[src/include/bgpu_defs.svh]
// Size and encoding macros for the SIMT front end
// Widths of warp state, program counter, register indices and instruction words
`ifndef BGPU_DEFS_SVH
`define BGPU_DEFS_SVH

// Warps held by one core
`define BGPU_NUM_WARPS 8

// Program counter counts words, so the memory depth follows from it
`define BGPU_PC_WIDTH 8
`define BGPU_IMEM_DEPTH 256

// Threads per warp, one bit each in the active mask
`define BGPU_WARP_WIDTH 32

// Register index width for destination and operands
`define BGPU_REG_IDX_WIDTH 8

// Encoded instruction word
`define BGPU_INST_WIDTH 32

// Top byte of a word that retires the warp
`define BGPU_STOP_OPCODE 8'hFF

`endif

[src/bgpu_pkg.sv]
// Shared types of the SIMT front end
// Opcode encodings, warp state and the structs passed between pipeline stages
`include "bgpu_defs.svh"

package bgpu_pkg;

    typedef logic [$clog2(`BGPU_NUM_WARPS)-1:0] wid_t;
    typedef logic [`BGPU_PC_WIDTH-1:0]           pc_t;
    typedef logic [`BGPU_WARP_WIDTH-1:0]         act_mask_t;
    typedef logic [`BGPU_REG_IDX_WIDTH-1:0]      reg_idx_t;
    typedef logic [`BGPU_INST_WIDTH-1:0]         enc_inst_t;

    // Execution unit, codes 2 to 15 have no unit behind them
    typedef enum logic [3:0] {
        EU_IU  = 4'h0,
        EU_LSU = 4'h1
    } eu_e;

    // Integer unit operations, register and immediate forms
    typedef enum logic [3:0] {
        IU_ADD  = 4'h0,
        IU_SUB  = 4'h1,
        IU_AND  = 4'h2,
        IU_OR   = 4'h3,
        IU_XOR  = 4'h4,
        IU_SLL  = 4'h5,
        IU_ADDI = 4'h6,
        IU_SUBI = 4'h7,
        IU_SLLI = 4'h8
    } iu_subtype_e;

    // Opcode byte, top of the instruction word
    typedef struct packed {
        eu_e         eu;
        iu_subtype_e subtype;
    } inst_t;

    // Per-warp state in the fetcher
    typedef enum logic [1:0] {
        WS_IDLE,
        WS_READY,
        WS_WAITING
    } warp_state_e;

    typedef struct packed {
        wid_t      wid;
        pc_t       pc;
        act_mask_t act_mask;
    } fetch_req_t;

    // Fetch metadata plus the word read from memory
    typedef struct packed {
        fetch_req_t req;
        enc_inst_t  word;
    } ic_out_t;

    typedef struct packed {
        pc_t                pc;
        act_mask_t          act_mask;
        wid_t               wid;
        inst_t              inst;
        reg_idx_t           dst;
        logic [1:0]         operands_required;
        reg_idx_t [1:0]     operands;
    } dec_out_t;

endpackage : bgpu_pkg

[src/decoder.sv]
// Instruction decoder
// Splits words into dispatch fields, drives the dispatcher handshake
// and reports next PC and stop events back to the fetcher
`include "bgpu_defs.svh"

module decoder (
    // From the instruction memory stage
    input  logic                ic_valid_i,
    input  bgpu_pkg::ic_out_t   ic_i,
    output logic                dec_ready_o,

    // To the dispatcher
    input  logic                disp_ready_i,
    output logic                dec_valid_o,
    output bgpu_pkg::dec_out_t  dec_o,

    // To the fetcher
    output logic                dec_decoded_o,
    output logic                dec_stop_warp_o,
    output bgpu_pkg::wid_t      dec_decoded_warp_id_o,
    output bgpu_pkg::pc_t       dec_decoded_next_pc_o
);
    import bgpu_pkg::*;

    inst_t opcode;

    assign opcode = inst_t'(ic_i.word[31:24]);

    // No buffering here, the dispatcher sets the pace
    assign dec_ready_o = disp_ready_i;

    assign dec_stop_warp_o = ic_i.word[31:24] == `BGPU_STOP_OPCODE;
    assign dec_valid_o     = ic_valid_i && !dec_stop_warp_o;

    // Both a dispatched word and a stop word leave the stage on ready
    assign dec_decoded_o         = ic_valid_i && disp_ready_i;
    assign dec_decoded_warp_id_o = ic_i.req.wid;
    assign dec_decoded_next_pc_o = ic_i.req.pc + pc_t'(1);

    always_comb begin : decode
        dec_o.pc          = ic_i.req.pc;
        dec_o.act_mask    = ic_i.req.act_mask;
        dec_o.wid         = ic_i.req.wid;
        dec_o.inst        = opcode;
        dec_o.dst         = ic_i.word[23:16];
        dec_o.operands[0] = ic_i.word[15:8];
        dec_o.operands[1] = ic_i.word[7:0];

        // Unknown units read no registers
        dec_o.operands_required = 2'b00;
        case (opcode.eu)
            EU_IU: begin
                if (opcode.subtype inside {IU_ADD, IU_SUB, IU_AND, IU_OR, IU_XOR, IU_SLL}) begin
                    dec_o.operands_required = 2'b11;
                end else if (opcode.subtype inside {IU_ADDI, IU_SUBI, IU_SLLI}) begin
                    // Operand 0 field carries the immediate
                    dec_o.operands_required = 2'b10;
                end
            end
            EU_LSU: begin
                // Address and store data
                dec_o.operands_required = 2'b11;
            end
            default: begin
                dec_o.operands_required = 2'b00;
            end
        endcase
    end

endmodule : decoder

[config.mk]
export PLATFORM = sky130hd
export DESIGN_NAME = decoder
export DESIGN_NICKNAME = d
export VERILOG_FILES = /design/src/bgpu_pkg.sv /design/src/decoder.sv
export VERILOG_INCLUDE_DIRS = /design/src /design/src/include
export SDC_FILE = /design/constraint.sdc
export NUM_CORES = 1
export LEC_CHECK = 0
export BUFFER_PORTS_ARGS = -buffer_cell sky130_fd_sc_hd__clkbuf_2
export CAP_MARGIN = 15
export CELL_PAD_IN_SITES_DETAIL_PLACEMENT = 1
export CELL_PAD_IN_SITES_GLOBAL_PLACEMENT = 2
export CORE_MARGIN = 1
export CORE_UTILIZATION = 10
export DETAILED_ROUTE_END_ITERATION = 7
export PLACE_DENSITY_LB_ADDON = 0.1
export SKIP_LAST_GASP = 1
export SLEW_MARGIN = 30
export SYNTH_ARGS = -nofsm -noshare
export SYNTH_HDL_FRONTEND = slang
export SYNTH_SLANG_ARGS = --single-unit
[constraint.sdc]
create_clock -name vclk -period 1.7
set_clock_uncertainty 0.05 [all_clocks]
set_input_delay 0.255 -clock vclk [all_inputs]
set_output_delay 0.255 -clock vclk [all_outputs]
set_load 0.02 [all_outputs]
== After elaboration in Yosys (flattened, before gate mapping) ==
Cells that the tools add are included.
W data, S select, Z words.

* Flip-flop bits (word level): 0
* Output and inout bits: 92

* Add/sub/neg operators: 1
* Equality and inequality tests: 10
* Mux-type cells: 3
* Reduce and logical (&&, ||, !) cells: 7

{| class="wikitable"
|+ Operators by type and width
! cell !! number
|-
| $eq A4 B3 Y1 const B || 4
|-
| $add A8 B1 Y8 const B || 1
|-
| $eq A4 B1 Y1 const B || 2
|-
| $eq A4 B2 Y1 const B || 2
|-
| $eq A8 B8 Y1 const B || 1
|-
| $logic_not A4 Y1 || 2
|-
| $reduce_bool A6 Y1 || 1
|-
| $eq A4 B4 Y1 const B || 1
|-
| $mux W2 || 2
|-
| $pmux W2 S2 || 1
|-
| $reduce_bool A3 Y1 || 1
|-
| $logic_and A1 B1 Y1 || 2
|-
| $logic_not A1 Y1 || 1
|}

== Logic depth before layout (Yosys ltp) ==
Gate-level depths: netlist of run 1.

* Depth after elaboration: 5
* Gate-level depth with buffers: 3
* Mapped depth without buffers: 3

== Least setup slack after synthesis of run 1 ==
OpenSTA, ideal clock, no wires.

* Path kind: in2out
* Start: input port ic_i[24] (netlist name)
* End: output port dec_o[17] (netlist name)
* Data arrival time: 1112 ps
* Slack: 283 ps
* Stages on the path: 3
* Buffers on the path: 0
* Path through: nor3_1 > nor3b_1 > nor4_1

{| class="wikitable"
|+ RTL lines
! item !! RTL line !! RTL
|-
| start, declared || decoder.sv:9 || <nowiki>input bgpu_pkg::ic_out_t ic_i,</nowiki>
|-
| end, declared || decoder.sv:15 || <nowiki>output bgpu_pkg::dec_out_t dec_o,</nowiki>
|}

== Worst setup path in the final report of run 1 ==
* Start: input port ic_i[64] (netlist name)
* End: output port dec_decoded_next_pc_o[4]

* Cells in the longest elaborated chain, start to end: 1

{| class="wikitable"
|+ RTL lines
! item !! RTL line !! RTL
|-
| $add A8 B1 Y8 || decoder.sv:38 || <nowiki>assign dec_decoded_next_pc_o = ic_i.req.pc + pc_t'(1);</nowiki>
|-
| end, declared || decoder.sv:21 || <nowiki>output bgpu_pkg::pc_t dec_decoded_next_pc_o</nowiki>
|}

No other way between the ends.

==> results.md, run 1 <==
- # nets final: 155
- Final instance area: 546 µm²
- Iteration-0 DRC Markers: 2
- Status: complete, no violations
- Seq Cell Count: 0
- Final core utilization: 0.0744
- Post-Synthesis Cells: 105
- Final-report hold violation count: 0
- CP Launch Point: ic_i[64]
- Fin Hold WS: 460 ps
- Total gr overflow: 0
- Fraction of layout cells with a size suffix above 1: 0.667
- Slew @ Worst Pin: 264 ps
- Setup Buffers After CTS: 0
- Area share of the largest cell type after synthesis: 0.773
- TNS Setup: 0 ps
- Vias in the first global route: 470
- Fillers: 887
- PD cells: 292 nW/µm²
- # diodes: 0
- Resized Gates After CTS: 0
- CP startpoint kind: primary input
- Area of placed instances: 546 µm²
- Worst slack, placed: 233 ps
- Min setup slack post-route: 251 ps
- Initial antenna violation count: 0
- Seq/Total Area, Yosys: 0
- Final Setup Violations: 0
- Crit path max fanout: 6
- Critical Path AT: 1140 ps
- DR DRC count: 0
- Register area: 0 µm²
- Yosys cell types: 16
- Fraction of the cycle the final worst path needs: 0.853
- Wire per inst: 10.9 µm
- Core ar.: 7330 µm²
- Yosys warnings: 0
- Global Route Usage Sum: 0.0386
- Max Cap Viol: 0
- Vias: 474
- Die H: 89.6 µm
- Number of port buffers: 48
- Period minus WS final: 1450 ps
- Commonest non-fill, non-tap cells in the layout: 48 x clkbuf_2, 5 x nand3_1, 5 x xnor2_1
- Leak: 0.264 nW
- Hold Crit Class: primary input to primary output
- Routability congestion estimate: 0.557
- Antenna-violating nets left: 0
- Setup crit end kind: primary output
- RSZ-0062 raised after global routing: false
- Global-route wire length before repair: 2420 µm
- Die X: 89.6 µm
- Ports: 169
- Max_slew headroom: 0.823
- Pre-antenna DRT Iters: 2
- Syn avg cell area: 7.30 µm²
- Clkbuf count: 0
- Mapped Area: 767 µm²
- Wirelength, routed: 1900 µm
- Worst path required time: 1390 ps
- Site row count: 31
- Synth Net Count: 183
- Synth top area cells: buf_4 77%, xnor2_1 5.7%, nand3_1 3.3%
- Most common cell after layout, fill and taps aside: clkbuf_2
- FMAX: 690 MHz
- Die ar.: 8020 µm²
- Maximum number of pins on one net before global-route repair: 7
- Hold path startpoint: ic_i[51]
- Max Slew Vio Count: 0
- Placed cell count: 174
- Non-filler cells, final: 174
- Final Power: 0.159 mW
- Area growth syn-to-layout: -28.9%
- Peak supply drop: 58.0 µV
- Critical setup path kind: primary input to primary output
- Hold-fix buffers, CTS: 0
- Via density: 2.72
- Initial core utilization: 0.105
- Yosys top cell by area: buf_4
==> area by class of cell <==
cell class / count / area [µm²] / share of cell area
repair buffers: 49 / 248 / 0.454
multi-input cells: 25 / 170 / 0.312
well taps: 99 / 124 / 0.227
inverters: 1 / 3.75 / 0.00688
==> logic make-up after synthesis <==
logic type | share of synthesized area
AND/OR/NAND/NOR | 0.131
buffers and inverters | 0.778
AO/OA/AOI/OAI | 0.00652
adder cells (fa/ha/maj) | 0.0163
XOR/XNOR | 0.0685
==> synth_stat cells, drive strengths merged <==
master  instances
buf            79
nand3           5
xnor2           5
and3            2
nand4           2
nor2            2
nor4            2
a21oi           1
and2            1
ha              1
inv             1
nor2b           1
nor3            1
nor3b           1
xor2            1
==> worst paths after layout <==
check | endpoint | slack [ps] | cells after the start
max | dec_decoded_next_pc_o[4] | 250 | 5
min | dec_o[56] | 460 | 0
==> metal layers <==
layer / track usage / vias to the layer above / wire length (µm)
met5: 0 / - / 0
met2: 0.0709 / 51 / 949
met3: 0.00914 / 20 / 258
li1: - / 195 / -
met4: 0.0173 / 0 / 62
met1: 0.0419 / 208 / 625
==> power breakdown <==
part           switching [mW]  internal (mW)  leakage [nW]
logic                   0.103         0.0565         0.264
registers                   0              0             0
clock network               0              0             0
==> worst max-delay path, stage by stage <==
cell and delay, ps:
clkbuf_2 140, ha_1 240, nand3_1 140, xnor2_1 170, clkbuf_2 190
No activity file was read; power rests on OpenSTA's default activity.
==> run 2: changes to the inputs <==
--- a/config.mk
+++ b/config.mk
@@ -6,13 +6,13 @@
 export SDC_FILE = /design/constraint.sdc
 export NUM_CORES = 1
 export LEC_CHECK = 0
-export BUFFER_PORTS_ARGS = -buffer_cell sky130_fd_sc_hd__clkbuf_2
-export CAP_MARGIN = 15
+export CAP_MARGIN = 20
 export CELL_PAD_IN_SITES_DETAIL_PLACEMENT = 1
 export CELL_PAD_IN_SITES_GLOBAL_PLACEMENT = 2
-export CORE_MARGIN = 1
-export CORE_UTILIZATION = 10
+export CORE_AREA = 2 2 65 67
 export DETAILED_ROUTE_END_ITERATION = 7
+export DIE_AREA = 0 0 67 69
+export DONT_BUFFER_PORTS = 1
 export PLACE_DENSITY_LB_ADDON = 0.1
 export SKIP_LAST_GASP = 1
 export SLEW_MARGIN = 30
==> run 2 against run 1 <==
  * Global-route usage increased by 1.4 points
  * Worst hold slack barely moved
  * Design area shrank 50%
  * Critical path depth down 2
  * Final cell count fell by 53%
  * Clock-buffer cell count did not move
  * Power is 62% lower
  * Critical endpoint is now dec_decoded_next_pc_o[7]
==> results.md, run 2 (synthesized netlist as in run 1, its figures left out) <==
- Via density: 3.68 (was 2.72)
- # diodes: 0 (unchanged)
- # nets final: 111 (was 155)
- Cells along the critical path: and3_4 > nand3_1 > xnor2_1 (was clkbuf_2 > ha_1 > nand3_1 > xnor2_1 > clkbuf_2)
- Switch share: 0.631 (was 0.645)
- Combinational power share: 1.000 (about the same)
- Vias in the first global route: 291 (was 470)
- Core ar.: 3910 µm² (was 7330 µm²)
- Total gr overflow: 0 (unchanged)
- Ports: 169 (unchanged)
- Register area: 0 µm² (unchanged)
- Routability congestion estimate: 0.573 (was 0.557)
- Fillers: 491 (was 887)
- CP startpoint kind: primary input (unchanged)
- Max Cap Viol: 0 (unchanged)
- Pre-antenna DRT Iters: 2 (unchanged)
- TNS Setup: 0 ps (unchanged)
- Maximum number of pins on one net before global-route repair: 7 (unchanged)
- Site row count: 23 (was 31)
- Die ar.: 4620 µm² (was 8020 µm²)
- Max stage delay on crit path: 420 ps (was 240 ps)
- Wire per inst: 18.7 µm (was 10.9 µm)
- Wirelength, routed: 1520 µm (was 1900 µm)
- Status: complete, no violations (unchanged)
- Global Route Usage Sum: 0.0526 (was 0.0386)
- Fraction of layout cells with a size suffix above 1: 0.194 (was 0.667)
- Sw Pwr: 0.0385 mW (was 0.103 mW)
- Max_slew headroom: 0.671 (was 0.823)
- Leak: 0.0841 nW (was 0.264 nW)
- Final Setup Violations: 0 (unchanged)
- Fraction of the cycle the final worst path needs: 0.752 (was 0.853)
- Final core utilization: 0.0700 (was 0.0744)
- Vias: 298 (was 474)
- Critical Path AT: 970 ps (was 1140 ps)
- Non-filler cells, final: 81 (was 174)
- Worst path required time: 1390 ps (about the same)
- Period minus WS final: 1280 ps (was 1450 ps)
- Global-route wire length before repair: 1990 µm (was 2420 µm)
- Final Power: 0.0610 mW (was 0.159 mW)
- Internal: 0.0225 mW (was 0.0565 mW)
- Seq Cell Count: 0 (unchanged)
- Max Slew Vio Count: 0 (unchanged)
- Die X: 67 µm (was 89.6 µm)
- Peak supply drop: 32.5 µV (was 58.0 µV)
- DR DRC count: 0 (unchanged)
- Antenna-violating nets left: 0 (unchanged)
- Setup crit end kind: primary output (unchanged)
- Placed cell count: 81 (was 174)
- Critical path buffers and inverters: 0 (was 2)
- Cell at the slowest stage of the critical path: xnor2_1 (was ha_1)
- Initial core utilization: 0.196 (was 0.105)
- Clk network pwr share: 0 (about the same)
- Slew @ Worst Pin: 490 ps (was 264 ps)
- Final instance area: 274 µm² (was 546 µm²)
- Hold-fix buffers, CTS: 0 (unchanged)
- Hold Crit Class: primary input to primary output (unchanged)
- Area growth syn-to-layout: -64.3% (was -28.9%)
- Part of the power in registers: 0 (about the same)
- Final-report hold violation count: 0 (unchanged)
- Die H: 69 µm (was 89.6 µm)
- PD cells: 223 nW/µm² (was 292 nW/µm²)
- Clkbuf count: 0 (unchanged)
- Critical setup path kind: primary input to primary output (unchanged)
- Iteration-0 DRC Markers: 4 (was 2)
- RSZ-0062 raised after global routing: false (unchanged)
- Initial antenna violation count: 0 (unchanged)
- Crit path max fanout: 4 (was 6)
- Area of placed instances: 274 µm² (was 546 µm²)
- CP delay by family, top: XOR/XNOR gates (was buffers and inverters)
- Resized Gates After CTS: 0 (unchanged)
- Setup Buffers After CTS: 0 (unchanged)
- Commonest non-fill, non-tap cells in the layout: 5 x nand3_1, 5 x xnor2_1, 5 x buf_4 (was 48 x clkbuf_2, 5 x nand3_1, 5 x xnor2_1)
- FMAX: 782 MHz (was 690 MHz)
- Number of port buffers: 0 (was 48)
==> run 2: power groups by stage <==
stage	combinational (mW)	clock, mW	sequential (mW)
global placement	0.0620	0	0
floorplan	0.320	0	0
CTS	0.0623	0	0
global route	0.0652	0	0
finish	0.0610	0	0
detailed placement	0.0622	0	0
==> run 2: path summary, 6_finish.rpt <==
kind / start / end / slack [ps] / depth (start not counted)
worst max-delay path: ic_i[67] / dec_decoded_next_pc_o[7] / 420 / 3
worst min-delay path: ic_i[4] / dec_o[12] / 460 / 0
==> run 2: area by class of cell <==
cell class / count / area (µm²) / share of cell area
inverter: 1 / 3.75 / 0.0137
multi-input combinational: 25 / 170 / 0.621
timing repair buffer: 5 / 37.5 / 0.137
tap: 50 / 62.6 / 0.228
==> run 2: through the flow <==
stage | worst slack, ps | hold slack [ps]
floorplan | 283 | 537
global placement | 418 | 460
detailed placement | 408 | 460
CTS | 406 | 460
global route | 354 | 460
finish | 421 | 460
==> run 2: metal layers <==
metal	wire length (µm)	GRT usage	vias to the layer above
met5	0	0	-
met4	88	0.0408	0
met3	322	0.0392	22
met2	765	0.0913	30
met1	342	0.0354	140
li1	-	-	106
==> run 3: changes to the inputs <==
==> constraint.sdc (replaced) <==
create_clock -name vclk -period 1.3
set_clock_uncertainty 0.05 [all_clocks]
set_input_delay 0.195 -clock vclk [all_inputs]
set_output_delay 0.195 -clock vclk [all_outputs]
set_load 0.02 [all_outputs]
==> run 3 against run 2 <==
  * Utilization up 0.77 points
  * Critical path depth up 1
  * Worst hold slack worse by 120 ps
  * Global-route usage about the same
  * Final cell count up 4.9%
  * Combinational power up 55%
  * Via count up 6.7%
  * Worst setup slack worse by 190 ps
  * Sequential share of layout area unchanged
  * First-iteration DRC count down 50%
  * Power up 55%
  * Critical endpoint is now dec_decoded_next_pc_o[4]
  * Highest routed layer unchanged
==> results.md, run 3 (synthesized netlist as in run 1, its figures left out) <==
- Resized Gates After CTS: 0 (unchanged)
- Pre-antenna DRT Iters: 3 (was 2)
- Seq Cell Count: 0 (unchanged)
- Register area: 0 µm² (unchanged)
- Peak supply drop: 46.2 µV (was 32.5 µV)
- Worst path required time: 1050 ps (was 1390 ps)
- Vias in the first global route: 304 (was 291)
- Global Route Usage Sum: 0.0523 (was 0.0526)
- Setup Buffers After CTS: 0 (unchanged)
- Site row count: 23 (unchanged)
- Max Cap Viol: 0 (unchanged)
- Number of port buffers: 0 (unchanged)
- Area growth syn-to-layout: -60.4% (was -64.3%)
- Core ar.: 3910 µm² (unchanged)
- Final Setup Violations: 0 (unchanged)
- DR DRC count: 0 (unchanged)
- Die X: 67 µm (unchanged)
- Fin Hold WS: 340 ps (was 460 ps)
- Critical Path AT: 820 ps (was 970 ps)
- Wire per inst: 17.8 µm (was 18.7 µm)
- Non-filler cells, final: 85 (was 81)
- Critical setup path kind: primary input to primary output (unchanged)
- Vias: 318 (was 298)
- Initial antenna violation count: 0 (unchanged)
- Global-route wire length before repair: 1990 µm (about the same)
- Fraction of the cycle the final worst path needs: 0.819
- Slew @ Worst Pin: 403 ps (was 490 ps)
- Area of placed instances: 304 µm² (was 274 µm²)
- FMAX: 939 MHz
- # nets final: 115 (was 111)
- Die H: 69 µm (unchanged)
- Hold-fix buffers, CTS: 0 (unchanged)
- RSZ-0062 raised after global routing: false (unchanged)
- Commonest non-fill, non-tap cells in the layout: 9 x buf_4, 5 x nand3_1, 5 x xnor2_1 (was 5 x nand3_1, 5 x xnor2_1, 5 x buf_4)
- Crit path max fanout: 6 (was 4)
- Final-report hold violation count: 0 (unchanged)
- Initial core utilization: 0.196 (unchanged)
- CP startpoint kind: primary input (unchanged)
- Setup crit end kind: primary output (unchanged)
- PD cells: 310 nW/µm² (was 223 nW/µm²)
- CP Launch Point: ic_i[64] (was ic_i[67])
- Wirelength, routed: 1520 µm (about the same)
- Leak: 0.103 nW (was 0.0841 nW)
- Final instance area: 304 µm² (was 274 µm²)
- Multi-input gate area: 170 µm² (unchanged)
- Status: complete, no violations (unchanged)
- Worst hold stages: 0 (unchanged)
- TNS Setup: 0 ps (unchanged)
- Max Slew Vio Count: 0 (unchanged)
- Max_slew headroom: 0.731 (was 0.671)
- Fillers: 494 (was 491)
- Clkbuf count: 0 (unchanged)
- Fraction of layout cells with a size suffix above 1: 0.286 (was 0.194)
- Antenna-violating nets left: 0 (unchanged)
- Total gr overflow: 0 (unchanged)
- Hold Crit Class: primary input to primary output (unchanged)
- Routability congestion estimate: 0.620 (was 0.573)
- Via density: 3.74 (was 3.68)
- Die ar.: 4620 µm² (unchanged)
- Maximum number of pins on one net before global-route repair: 7 (unchanged)
- Period minus WS final: 1060 ps
- Most common cell after layout, fill and taps aside: buf_4
- Placed cell count: 85 (was 81)
- Ports: 169 (unchanged)
- Iteration-0 DRC Markers: 2 (was 4)
- # diodes: 0 (unchanged)
- Final Power: 0.0943 mW (was 0.0610 mW)
- End of the critical path: dec_decoded_next_pc_o[4] (was dec_decoded_next_pc_o[7])
==> run 3: cell types whose count changed in the layout (fill, tap and decap cells not counted) <==
cell,delta
buf_4,+4
==> run 3: stage by stage <==
| step | setup WS (ps) | utilization |
|---|---|---|
| final | 235 | 0.0777 |
| after floorplan | 3.02 | - |
| after global routing | 181 | 0.0777 |
| after global placement | 261 | 0.0777 |
| after CTS | 217 | 0.0777 |
| after detailed placement | 223 | 0.0777 |
==> run 3: area by class of cell <==
class	count	area share
inverters	1	0.0123
repair buffers	9	0.222
multi-input cells	25	0.560
well taps	50	0.206
==> run 3: critical path: stages <==
cell,delay [ps]
ha_1,200
nand3_1,110
xnor2_1,150
buf_4,160
==> run 3: worst min-delay path by stage <==
stage | slack, ps | startpoint | to
2_1_floorplan | 420 | ic_i[64] | dec_decoded_next_pc_o[0]
3_3_place_gp | 340 | ic_i[5] | dec_o[13]
6_report | 340 | ic_i[4] | dec_o[12]
4_1_cts | 340 | ic_i[5] | dec_o[13]
3_5_place_dp | 340 | ic_i[5] | dec_o[13]
5_1_grt | 340 | ic_i[43] | dec_o[48]
==> run 3: layer usage <==
metal  part of all wire  global-route usage  vias to the layer above
met1               0.22              0.0335                      151
met2               0.52              0.0946                       31
met4              0.058              0.0408                        0
met3               0.21              0.0359                       22
li1                   -                   -                      114
met5                  0                   0                        -
==> run 3: power by group <==
group,total [mW],switching [mW],internal (mW)
Sequential,0,0,0
Combinational,0.0943,0.0531,0.0412
Clock,0,0,0
Total,0.0943,0.0531,0.0412
