==> config.mk <==
export PLATFORM = sky130hd
export DESIGN_NAME = fetcher
export DESIGN_NICKNAME = d
export VERILOG_FILES = /design/src/bgpu_pkg.sv /design/src/fetcher.sv /design/src/warp_arbiter.sv
export VERILOG_INCLUDE_DIRS = /design/src /design/src/include
export SDC_FILE = /design/constraint.sdc
export NUM_CORES = 1
export LEC_CHECK = 0
export BUFFER_PORTS_ARGS = -buffer_cell sky130_fd_sc_hd__buf_2
export CORE_ASPECT_RATIO = 0.9
export CORE_MARGIN = 2
export CORE_UTILIZATION = 60
export DETAILED_ROUTE_END_ITERATION = 7
export PLACE_DENSITY = 0.79
export SYNTH_ARGS = -nofsm -noshare
export SYNTH_HDL_FRONTEND = slang
export SYNTH_SLANG_ARGS = --single-unit
==> constraint.sdc <==
create_clock -name clk_i -period 7.5 [get_ports clk_i]
set_input_delay 0.375 -clock clk_i [delete_from_list [all_inputs] [get_ports clk_i]]
set_output_delay 0.375 -clock clk_i [all_outputs]
set_load 0.02 [all_outputs]
==> src/include/bgpu_defs.svh <==
// Size and encoding macros for the SIMT front end
// Widths of warp state, program counter, register indices and instruction words
`ifndef BGPU_DEFS_SVH
`define BGPU_DEFS_SVH

// Warps held by one core
`define BGPU_NUM_WARPS 8

// Program counter counts words, so the memory depth follows from it
`define BGPU_PC_WIDTH 8
`define BGPU_IMEM_DEPTH 256

// Threads per warp, one bit each in the active mask
`define BGPU_WARP_WIDTH 32

// Register index width for destination and operands
`define BGPU_REG_IDX_WIDTH 8

// Encoded instruction word
`define BGPU_INST_WIDTH 32

// Top byte of a word that retires the warp
`define BGPU_STOP_OPCODE 8'hFF

`endif

==> src/bgpu_pkg.sv <==
// Shared types of the SIMT front end
// Opcode encodings, warp state and the structs passed between pipeline stages
`include "bgpu_defs.svh"

package bgpu_pkg;

    typedef logic [$clog2(`BGPU_NUM_WARPS)-1:0] wid_t;
    typedef logic [`BGPU_PC_WIDTH-1:0]           pc_t;
    typedef logic [`BGPU_WARP_WIDTH-1:0]         act_mask_t;
    typedef logic [`BGPU_REG_IDX_WIDTH-1:0]      reg_idx_t;
    typedef logic [`BGPU_INST_WIDTH-1:0]         enc_inst_t;

    // Execution unit, codes 2 to 15 have no unit behind them
    typedef enum logic [3:0] {
        EU_IU  = 4'h0,
        EU_LSU = 4'h1
    } eu_e;

    // Integer unit operations, register and immediate forms
    typedef enum logic [3:0] {
        IU_ADD  = 4'h0,
        IU_SUB  = 4'h1,
        IU_AND  = 4'h2,
        IU_OR   = 4'h3,
        IU_XOR  = 4'h4,
        IU_SLL  = 4'h5,
        IU_ADDI = 4'h6,
        IU_SUBI = 4'h7,
        IU_SLLI = 4'h8
    } iu_subtype_e;

    // Opcode byte, top of the instruction word
    typedef struct packed {
        eu_e         eu;
        iu_subtype_e subtype;
    } inst_t;

    // Per-warp state in the fetcher
    typedef enum logic [1:0] {
        WS_IDLE,
        WS_READY,
        WS_WAITING
    } warp_state_e;

    typedef struct packed {
        wid_t      wid;
        pc_t       pc;
        act_mask_t act_mask;
    } fetch_req_t;

    // Fetch metadata plus the word read from memory
    typedef struct packed {
        fetch_req_t req;
        enc_inst_t  word;
    } ic_out_t;

    typedef struct packed {
        pc_t                pc;
        act_mask_t          act_mask;
        wid_t               wid;
        inst_t              inst;
        reg_idx_t           dst;
        logic [1:0]         operands_required;
        reg_idx_t [1:0]     operands;
    } dec_out_t;

endpackage : bgpu_pkg

==> src/fetcher.sv <==
// Warp fetcher
// Holds PC, mask and state per warp, launches warps and issues fetch requests
// One instruction per warp in flight, next PC comes back from the decoder
`include "bgpu_defs.svh"

module fetcher (
    input  logic                  clk_i,
    input  logic                  rst_n_i,

    // Warp launch
    input  logic                  launch_i,
    input  bgpu_pkg::wid_t        launch_wid_i,
    input  bgpu_pkg::pc_t         launch_pc_i,
    input  bgpu_pkg::act_mask_t   launch_mask_i,

    // To the instruction memory
    input  logic                  mem_ready_i,
    output logic                  fetch_valid_o,
    output bgpu_pkg::fetch_req_t  fetch_o,

    // From the decoder
    input  logic                  decoded_i,
    input  bgpu_pkg::wid_t        decoded_wid_i,
    input  bgpu_pkg::pc_t         decoded_next_pc_i,
    input  logic                  stop_i,
    output logic                  warp_done_o,
    output bgpu_pkg::wid_t        done_wid_o
);
    import bgpu_pkg::*;

    localparam int unsigned NumWarps = `BGPU_NUM_WARPS;

    warp_state_e state_q [NumWarps];
    pc_t         pc_q    [NumWarps];
    act_mask_t   mask_q  [NumWarps];

    logic [NumWarps-1:0] req;
    logic [NumWarps-1:0] gnt;
    logic [NumWarps-1:0] launch_hit;
    logic [NumWarps-1:0] decoded_hit;
    wid_t                gnt_wid;

    always_comb begin : warp_flags
        for (int unsigned w = 0; w < NumWarps; w++) begin
            req[w]         = state_q[w] == WS_READY;
            // Launches to a busy warp fall through here
            launch_hit[w]  = launch_i && launch_wid_i == wid_t'(w) && state_q[w] == WS_IDLE;
            decoded_hit[w] = decoded_i && decoded_wid_i == wid_t'(w);
        end
    end

    warp_arbiter i_warp_arbiter (
        .clk_i     (clk_i),
        .rst_n_i   (rst_n_i),
        .req_i     (req),
        .take_i    (fetch_valid_o),
        .gnt_o     (gnt),
        .gnt_wid_o (gnt_wid)
    );

    assign fetch_valid_o    = (|req) && mem_ready_i;
    assign fetch_o.wid      = gnt_wid;
    assign fetch_o.pc       = pc_q[gnt_wid];
    assign fetch_o.act_mask = mask_q[gnt_wid];

    assign warp_done_o = decoded_i && stop_i;
    assign done_wid_o  = decoded_wid_i;

    always_ff @(posedge clk_i) begin : state_table
        if (!rst_n_i) begin
            for (int unsigned w = 0; w < NumWarps; w++) begin
                state_q[w] <= WS_IDLE;
            end
        end else begin
            for (int unsigned w = 0; w < NumWarps; w++) begin
                if (launch_hit[w]) begin
                    state_q[w] <= WS_READY;
                end else if (fetch_valid_o && gnt[w]) begin
                    state_q[w] <= WS_WAITING;
                end else if (decoded_hit[w]) begin
                    state_q[w] <= stop_i ? WS_IDLE : WS_READY;
                end
            end
        end
    end

    always_ff @(posedge clk_i) begin : pc_table
        for (int unsigned w = 0; w < NumWarps; w++) begin
            if (launch_hit[w]) begin
                pc_q[w]   <= launch_pc_i;
                mask_q[w] <= launch_mask_i;
            end else if (decoded_hit[w] && !stop_i) begin
                pc_q[w] <= decoded_next_pc_i;
            end
        end
    end

endmodule : fetcher

==> src/warp_arbiter.sv <==
// Round-robin warp arbiter
// Grants the first requesting warp at or after a rotating priority pointer
`include "bgpu_defs.svh"

module warp_arbiter (
    input  logic                        clk_i,
    input  logic                        rst_n_i,
    input  logic [`BGPU_NUM_WARPS-1:0]  req_i,
    input  logic                        take_i,
    output logic [`BGPU_NUM_WARPS-1:0]  gnt_o,
    output bgpu_pkg::wid_t              gnt_wid_o
);
    import bgpu_pkg::*;

    localparam int unsigned NumWarps = `BGPU_NUM_WARPS;

    wid_t ptr_q;
    logic found;

    // Scan from the pointer and wrap around
    always_comb begin : pick
        int unsigned idx;
        found     = 1'b0;
        gnt_wid_o = '0;
        gnt_o     = '0;
        for (int unsigned i = 0; i < NumWarps; i++) begin
            idx = (int'(ptr_q) + i) % NumWarps;
            if (!found && req_i[idx]) begin
                found     = 1'b1;
                gnt_wid_o = wid_t'(idx);
            end
        end
        if (found) begin
            gnt_o[gnt_wid_o] = 1'b1;
        end
    end

    // Winner drops to lowest priority once its grant is used
    always_ff @(posedge clk_i) begin : pointer
        if (!rst_n_i) begin
            ptr_q <= '0;
        end else if (take_i && found) begin
            ptr_q <= wid_t'((int'(gnt_wid_o) + 1) % NumWarps);
        end
    end

endmodule : warp_arbiter
# After elaboration in Yosys (flattened, before gate mapping)
# Memories as Yosys holds them, arrays and structs flattened.
# Cells that the tools add are included.
[totals]
regBits = 3
ramBits = 336
in_bits = 60
out_inout_bits = 48
memories = 3
[memory_table]
columns = ["memory", "words", "word_bits", "rd", "rd_ports_with_merged_regs", "write_ports", "line_no", "text"]
rows = [
  ["mask_q", 8, 32, 1, 0, 1, "fetcher.sv:35", "act_mask_t mask_q [NumWarps];"],
  ["pc_q", 8, 8, 1, 0, 8, "fetcher.sv:34", "pc_t pc_q [NumWarps];"],
  ["state_q", 8, 2, 8, 0, 8, "fetcher.sv:33", "warp_state_e state_q [NumWarps];"],
]
[classes]
n_addsub = 8
magnitude_cmp = 10
eq_ne = 22
mux = 218
bitwise_logic = 32
reduce_logical = 77
[ops]
columns = ["operator", "count"]
rows = [
  ["$mux 32", 7],
  ["$reduce_or 32->1", 7],
  ["$mux 1", 154],
  ["$mux 8", 9],
  ["$logic_and 1x1->1", 51],
  ["$mux 2", 24],
  ["$mux 3", 15],
  ["$lt 3x4->1 const B", 9],
  ["$or 1x1->1", 32],
  ["$bmux 1 s3", 8],
  ["$eq 3x3->1 const B", 8],
  ["$eq 2x1->1 const B", 8],
  ["$logic_not 2->1", 8],
  ["$add 3x3->3 const B", 4],
  ["$eq 3x2->1 const B", 4],
  ["$logic_not 1->1", 8],
  ["$reduce_or 8->1", 1],
  ["$add 3x1->3 const B", 2],
  ["$add 3x2->3 const B", 2],
  ["$eq 3x1->1 const B", 2],
  ["$logic_not 3->1", 2],
  ["$demux 1 s3", 1],
  ["$ge 3x1->1 const B", 1],
]

# Logic depth before layout (Yosys ltp)
# Gate-level depths: netlist of run 1.
# An unclocked memory read counts as a cell.
[depth]
word_depth = 38
depth_mapped = 17
ltp_nobuf = 12

# Hierarchy
# Synthesis of run 1 repeated with hierarchy kept, for this count alone.
[unflattened]
hier_cells = 805
hier_area_um2 = 15179.6
[by_module_without_submodules]
columns = ["mod", "instances", "cells_per_inst", "area_per_inst_um2", "seq_area_each_um2"]
rows = [
  ["fetcher", 1, 669, 14005.9, 10089.7],
  ["warp_arbiter", 1, 136, 1173.6, 60.1],
]

# Worst setup path before layout of run 1
# Ideal clock, no wire load.
[synth_path]
kind = "input -> register"
start = "input port launch_wid_i[2]"
end = "memory pc_q[2][0] in the netlist's numbering (data pin)"
arrival_ns = 5.212
required_ns = 7.238
path_slack_ns = 2.026
path_stages = 4
n_path_buf = 0
cell_sequence = "or2_2 > nor4_1 > nor2_1 > mux2_2"
[synth_rtl]
columns = ["element", "line_no", "text"]
rows = [
  ["start, declared", "fetcher.sv:12", "input bgpu_pkg::wid_t launch_wid_i,"],
  ["end, declared", "fetcher.sv:34", ""],
]

==> flow_summary.ini, run 1 <==
[status]
status = finished, final reports clean

[yosys]
seq_area_frac_synth_pct = 67.5
ys.flop_type = edfxtp_1
ys_top_cells_by_count = edfxtp_1 (336), mux2_2 (103), mux4_2 (95)
synth_fa_ha_area_share_pct = 0.166
syn_nets = 856
synth-xor-area-share_pct = 0.233
ys_warn_count = 0
synthMuxAreaShare_pct = 23.2
synth_area_sq_um = 15000
synth_most_common_cell = edfxtp_1
synth_area_leaders = edfxtp_1 (67%), mux4_2 (14%), mux2_2 (7.7%), mux2i_1 (1.0%), nand2_1 (0.67%)
synthSimpleGateAreaFrac_pct = 4.31
synth_edf_count = 336
synth_top_cell_by_area = edfxtp_1
synth-async-reset-ratio_pct = 0
synth.distinct_cells = 60
synth_top_family_by_area = multiplexers
syn_avg_cell_area_sq_um = 18.9
ys_ff_latch = 339
synth.top_cell.area_share_pct = 67.1
synthCells = 794
synth_compound_area_share_pct = 2.85

[routing]
routed_wl_mm = 31.5
wl_per_cell_um = 24.7
route.detailed.drc = 0
avgViaCountPerCell = 6.36
ant_nets = 0
vias = 8121
drt-initial-drc-count = 764
drtPass1Iterations = 5

[clock_network]
numCtsBuffers = 34
clk_path_buf_depth = 3
clock_latency_ps = 500
cts-root-buf = clkbuf_16
cts_tree = built
clk_pin_slew_ps = 60
clock-sinks = 339
cts_setup_buffers = 0
postCtsResizedCells = 0
cts_hold_buf = 0
cts_htree_levels = 2

[setup_path]
ff2ff_path_depth = 12
rrSetupSlack_ps = 2460
cp_max_fo = 44
worstSetupPathType = reg2out
critPathRequiredTime_ps = 7120
startpoint_type = register
r2r_end = state_q[0][2]
crit-reg2reg-launch = i_warp_arbiter.ptr_q[0]
arrival_ps = 5970
end_kind = output port

[timing]
rsz0062_at_grt = false
fmax_mhz = 158
period_needed_ps = 6350
skew_ps = 11.7
setup_violations = 0
tns_ps = 0
fin_hold_ws_ps = 141
period_share_pct = 84.6
worst_pin_slew_ps = 1070
hold_viol = 0
drv_slew = 0
maxSlewHeadroom_pct = 28.0

[floorplanning]
die_width_um = 171
rows = 54
chipHeight_um = 154
initial_core_util_pct = 61.5
die_area_sq_um = 26400
io_pins = 108
core-area_sq_um = 24500

[place]
gp_congestion = 0.877
dp_hpwl_mm = 18.1
numPortBuffers = 107
dp.cells = 1216

[hold_path]
hp-start = launch_mask_i[8]
min_to = mask_q[2][8]
hold_path_class = in2reg
min_path_cells = 1

[layout]
drive_above_1_share_pct = 41.8
final_util_pct = 69.7
antenna_cells = 0
area_delta_synth_final_pct = 13.3
fill_cells = 1587
nets = 978
fin_cells = 1276

[global_routing]
grt_pass1_wl_mm = 48.9
overflow = 0
antenna_found_initial = 1
first_global_vias = 8323
gr-usage-all-layers_pct = 24.9
grt_start_max_net_pins = 62

[flow_run]
drv_cap = 0
## worst max-delay path by stage
stage                       startpoint          end  slack (ps)  depth (start not counted)
2_1_floorplan          launch_wid_i[2]   pc_q[2][0]        2030                          4
3_3_place_gp   i_warp_arbiter.ptr_q[0]  fetch_o[28]        1840                         14
3_5_place_dp   i_warp_arbiter.ptr_q[0]  fetch_o[28]        1670                         14
4_1_cts        i_warp_arbiter.ptr_q[0]  fetch_o[28]        1080                         14
5_1_grt        i_warp_arbiter.ptr_q[0]  fetch_o[28]         760                         14
6_report       i_warp_arbiter.ptr_q[0]  fetch_o[28]        1150                         14
## cells in the final DEF (no fill, tap or decap), types with 3 or more instances in the layout
cell and n:
a211o_1 4, a21oi_1 13, and2_1 5, and3_1 3, buf_2 107, buf_4 12
bufinv_16 4, clkbuf_16 35, clkinv_1 12, clkinv_2 9, dfxtp_1 3, edfxtp_1 336
inv_1 4, inv_2 3, mux2_2 103, mux2i_1 15, mux4_2 95, nand2_1 27
nand2b_1 14, nand3_1 12, nand4_1 3, nor2_1 26, nor2b_1 11, nor3_2 3
nor4_2 3, o211ai_1 4, o21a_1 3, o21ai_0 17, o221a_2 3, or4_1 5
xnor2_1 3
## worst max-delay path, stage by stage, from the launching register on
cell,delay [ps]
dfxtp_1,950
inv_4,240
ha_1,540
clkinv_1,330
mux4_2,420
o221a_2,290
o21a_1,200
o21a_1,190
o21ai_2,250
nand2_2,150
clkinv_2,610
buf_4,450
mux4_2,360
mux2_2,310
buf_2,170
## state kept, by name, indices dropped and copies added (netlist names)
| signal | cells |
|---|---|
| state_q | 16 |
| i_warp_arbiter.ptr_q | 3 |
| pc_q | 64 |
| mask_q | 256 |
## cell families after synthesis
group / after synthesis
buffers and inverters: 48
AOI/OAI and AO/OA: 63
xor gates and xnor gates: 4
adders and majority gates: 2
muxes: 215
DFF: 339
and+or+nand+nor: 123
## layout make-up
type                       count  area [sq um]  share of cell area [%]
timing repair buffer         120           646                    3.79
clock buffer                  36           880                    5.16
multi-input combinational    407          4670                    27.4
sequential                   339         10100                    59.5
inverter                      14          56.3                   0.330
clock inverter                24           229                    1.34
tap                          336           420                    2.47
## per-layer routing
metal	track usage (%)	vias up	share of wire, %
met5	0	-	0.022
met2	38.4	348	48
met4	8.39	2	2.9
met1	37.3	4177	42
li1	-	3526	-
met3	3.81	68	7.1
## metrics by stage
step / setup slack (ps) / area [sq um]
floorplan: 2030 / 15000
global placement: 1840 / 15900
detailed placement: 1670 / 15900
CTS: 1080 / 17100
global route: 765 / 17100
finish: 1150 / 17100
Power of run 1 is not shown: default switching activity piles up to over one toggle a cycle in this logic, so the estimate is an artifact.
==> run 2: changes to the inputs <==
Settings changed: ABC_AREA set to 1, CORE_UTILIZATION 60 to 55, PLACE_DENSITY 0.79 to 0.76.
Clock period 7.5 ns to 5.65 ns, I/O delays scaled along.
==> run 2 against run 1 <==
Net effect: die area grew 18%; clock skew about the same; routed wire length rose by 24%; non-clock buffer count is 13 higher; first-iteration DRC count is 64% higher; final area increased by 7.4%.
==> flow_summary.ini, run 2 <==
[yosys]
synth.top_cell.area_share_pct = 61.5
synth_area_leaders = edfxtp_1 (62%), nand2_1 (15%), nand3_1 (7.8%), inv_1 (4.0%), o21ai_0 (2.3%)
syn_avg_cell_area_sq_um = 9.45
synth.distinct_cells = 40
ys_warn_count = 0
ys_ff_latch = 339
synth_top_cell_by_area = edfxtp_1
synth_most_common_cell = nand2_1
ys.flop_type = edfxtp_1
syn_nets = 1798
seq_area_frac_synth_pct = 61.9
ys_top_cells_by_count = nand2_1 (640), edfxtp_1 (336), nand3_1 (255)
synth_area_sq_um = 16400
synth_edf_count = 336
synth-async-reset-ratio_pct = 0
synthCells = 1736

[place]
gp_congestion = 0.869
placed_area_sq_um = 17200
dp_hpwl_mm = 22.3
numPortBuffers = 107

[floorplanning]
io_pins = 108
rows = 59
die_width_um = 186
core-area_sq_um = 29200
die_area_sq_um = 31200
chipHeight_um = 168
initial_core_util_pct = 56.3

[setup_path]
critPathSlowestCell = buf_4
crit_path_cell_trace = inv_2 > ha_1 > inv_1 > nand3_1 > nand3_1 > nand2_2 > nor2_4 > nand2_1 > nor2_2 > nor2_1 > nor2_2 > nand3_4 > nand2_4 > buf_4 > nand2_1 > nand2_1 > nand2_1 > nand2_1 > nand2_1 > nand2_1 > buf_2
end_kind = output port
startpoint_type = register
cp_slowest_stage_delay_ps = 720
cp_num_buf_inv = 4
critPathRequiredTime_ps = 5370
arrival_ps = 4710
crit_top_cell = nand2_1
cp_max_fo = 83
worstSetupPathType = reg2out
critical_path.top_delay_family = simple AND/OR/NAND/NOR gates

[layout]
regArea_sq_um = 10100
final_common_cell = nand2_1
largest_reg_flops = 256
nets = 1864
multi_input_area_sq_um = 5080
reg_top3 = mask_q (256), pc_q (64), state_q (16)
finalInstanceArea_sq_um = 18300
final_cell_mix = nand2_1 (640), edfxtp_1 (336), nand3_1 (254)
final_util_pct = 62.8
largest-register = mask_q
drive_above_1_share_pct = 12.0
area_delta_synth_final_pct = 11.7
fill_cells = 2320

[timing]
drv_slew = 0
fmax_mhz = 200
rsz0062_at_grt = false
skew_ps = 11.9
period_share_pct = 88.3
setup_violations = 0
hold_viol = 0
worst_pin_slew_ps = 1300
maxSlewHeadroom_pct = 12.2
tns_ps = 0
period_needed_ps = 4990

[clock_network]
cts_setup_buffers = 0
postCtsResizedCells = 0
cts_tree = built
clock_latency_ps = 520
cts-root-buf = clkbuf_16
clk_pin_slew_ps = 60
clk_path_buf_depth = 3
cts_htree_levels = 2
clock-sinks = 339
cts_hold_buf = 0
numCtsBuffers = 36

[routing]
route.detailed.drc = 0
ant_nets = 0
drtPass1Iterations = 5
wl_per_cell_um = 17.6
drt-initial-drc-count = 1254
routed_wl_mm = 39.1
avgViaCountPerCell = 5.49
vias = 12200

[global_routing]
overflow = 0
gr-usage-all-layers_pct = 25.4
first_global_vias = 11700
grt_start_max_net_pins = 161
antenna_found_initial = 4
grt_pass1_wl_mm = 61.9

[hold_path]
hold_path_class = in2reg

[status]
status = finished, final reports clean

[flow_run]
drv_cap = 0
[run 2: changes by cell type after synthesis, moves of 15 or more]
cell and change:
nand2_1 +613, mux4_2 -95, inv_1 +165, buf_2 +32, mux2i_1 -15, mux2_2 -103, o21ai_0 +57, nand3_1 +243
nand3b_1 +39
[run 2: worst paths after layout]
check / start / to / slack, ps / cells past startpoint
worst max-delay path: i_warp_arbiter.ptr_q[0] / fetch_o[34] / 660 / 21
worst min-delay path: launch_mask_i[18] / mask_q[4][18] / 30 / 1
worst max register to register: i_warp_arbiter.ptr_q[0] / state_q[1][5] / 1480 / 16
worst min register to register: i_warp_arbiter.ptr_q[0] / i_warp_arbiter.ptr_q[0] / 780 / 2
[run 2: kinds of logic after synthesis]
| group | Yosys count | synth area share, % |
|---|---|---|
| flops | 339 | 61.9 |
| buf+inv | 287 | 7.61 |
| xor+xnor | 3 | 0.206 |
| simple gates | 1016 | 27.3 |
| compound gates | 89 | 2.87 |
| fa+ha+maj | 2 | 0.153 |
[run 2: area by class of cell]
| type | count | area share [%] |
|---|---|---|
| clock inverters | 18 | 0.963 |
| multi-input cells | 1110 | 27.7 |
| flip-flops and latches | 339 | 55.4 |
| well taps | 396 | 2.70 |
| clock buffers | 44 | 5.31 |
| inverters | 182 | 3.73 |
| diodes | 2 | 0.0273 |
| repair buffers | 133 | 4.13 |
[run 2: stage by stage]
stage	hold WS, ps	instances	setup WS (ps)
5_1_grt	33.2	2224	245
3_5_place_dp	548	2160	1260
6_report	28.4	2224	658
3_3_place_gp	546	2160	1340
2_1_floorplan	381	1736	635
4_1_cts	10.1	2222	707
[run 2: per-layer routing]
| metal | global-route usage, % | wire [um] | vias up |
|---|---|---|---|
| met5 | 0 | 18 | - |
| met4 | 8.66 | 1070 | 4 |
| met3 | 3.09 | 2710 | 79 |
| met2 | 41.3 | 18700 | 470 |
| met1 | 35.7 | 16600 | 5747 |
| li1 | - | - | 5903 |
Power of run 2 is left out for the same reason.
==> run 3: changes to the inputs <==
Settings changed: ABC_AREA 1 to 0, CORE_UTILIZATION 55 to 54, PLACE_DENSITY 0.76 to 0.75.
==> run 3 against run 2 <==
Net effect: global-route usage shrank 3.2 points; die area is 6.5% lower; largest cell class unchanged; register-to-register slack worse by 240 ps; highest routed layer unchanged; final cell count is 42% lower.
==> flow_summary.ini, run 3 (synthesis gave the netlist of run 1 again) <==
[clock_network]
numCtsBuffers = 34
clock_latency_ps = 520
cts-root-buf = clkbuf_16
cts_setup_buffers = 0
clk_path_buf_depth = 3
cts_htree_levels = 2
clk_pin_slew_ps = 70
cts_hold_buf = 0
cts_tree = built
clock-sinks = 339
postCtsResizedCells = 0

[timing]
fmax_mhz = 187
drv_slew = 0
setup_violations = 0
maxSlewHeadroom_pct = 21.5
skew_ps = 25.7
rsz0062_at_grt = false
tns_ps = 0
worst_slack_ps = 304
period_share_pct = 94.6
worst_pin_slew_ps = 1180
period_needed_ps = 5350
fin_hold_ws_ps = 25.8
hold_viol = 0

[place]
dp_worst_setup_slack_ps = 903
dp_hpwl_mm = 18.8
gp_congestion = 0.886
numPortBuffers = 107

[floorplanning]
io_pins = 108
rows = 57
initial_core_util_pct = 55.4
die_width_um = 180
die_area_sq_um = 29200
core-area_sq_um = 27200
chipHeight_um = 162

[routing]
route.detailed.drc = 0
vias = 8058
topRoutingLayerUsed = met5
avgViaCountPerCell = 6.22
drt-initial-drc-count = 768
wl_per_cell_um = 24.5
ant_nets = 0
routed_wl_mm = 31.7
wl_met1_mm = 13.2
wl_met2_mm = 15.5
drtPass1Iterations = 5
met3WireLength_mm = 2.13

[global_routing]
gr-usage-all-layers_pct = 22.2
grt_start_max_net_pins = 57
overflow = 0
grt_pass1_wl_mm = 49.0
antenna_found_initial = 3
first_global_vias = 8371

[status]
status = finished, final reports clean

[flow_run]
drv_cap = 0

[layout]
area_delta_synth_final_pct = 13.8
reg_top3 = mask_q (256), pc_q (64), state_q (16)
nets = 981
fill_cells = 1903
largest-register = mask_q
drive_above_1_share_pct = 41.6
largest_reg_flops = 256
final_common_cell = edfxtp_1
final_cell_mix = edfxtp_1 (336), buf_2 (107), mux2_2 (103)

[hold_path]
hp-start = launch_mask_i[26]
min_path_cells = 1
hold_path_class = in2reg

[setup_path]
crit-reg2reg-launch = i_warp_arbiter.ptr_q[1]
arrival_ps = 5060
worstSetupPathType = reg2out
critPathRequiredTime_ps = 5370
startpoint_type = register
end_kind = output port
critPathLaunch = i_warp_arbiter.ptr_q[1]
cp_max_fo = 31
ff2ff_path_depth = 12
==> run 3: changes by cell type in the layout (fill, tap and decap cells not counted), sizes merged, moves of 10 or more <==
cell    change
nand2     -617
nand3     -247
inv       -171
mux2      +103
mux4       +95
o21ai      -59
nand3b     -39
mux2i      +17
nand4      -15
nand2b     +14
nor2       -11
nor2b      +11
a21oi      +10
buf        -10
==> run 3: path summary, 6_finish.rpt <==
| check | end | slack [ps] |
|---|---|---|
| min | mask_q[2][26] | 30 |
| max | fetch_o[30] | 300 |
| min reg2reg | i_warp_arbiter.ptr_q[1] | 780 |
| max reg2reg | state_q[0][3] | 1240 |
==> run 3: through the flow <==
step	utilization, %	std cells	instance area, sq um
6_report	63.0	1295	17100
2_1_floorplan	-	794	15000
4_1_cts	63.0	1293	17100
3_5_place_dp	58.9	1237	16000
3_3_place_gp	58.9	1237	16000
5_1_grt	63.0	1294	17100
==> run 3: layout make-up <==
type	instances	area (sq um)	share of cell area, %
sequential	339	10100	59.3
multi-input combinational	407	4670	27.3
clock buffer	40	895	5.23
timing repair buffer	123	693	4.05
tap	354	443	2.59
clock inverter	16	204	1.19
inverter	14	56.3	0.329
antenna	2	5.00	0.0292
==> run 3: metal layers <==
layer | GRT usage [%] | vias up
met5 | 0 | -
met4 | 7.06 | 2
met3 | 3.85 | 69
met2 | 36.1 | 343
met1 | 31.1 | 4111
li1 | - | 3533
==> run 3: critical path, cell delays in order, from the launching register on <==
cell      delay, ps
dfxtp_1         640
inv_2           210
ha_1            510
clkinv_1        330
mux4_2          410
o221a_2         280
o21a_1          190
o21a_1          180
o21ai_2         250
nand2_2         160
clkinv_2        100
buf_4           400
mux4_2          380
mux2_2          320
buf_2           170
Power of run 3 is left out for the same reason.
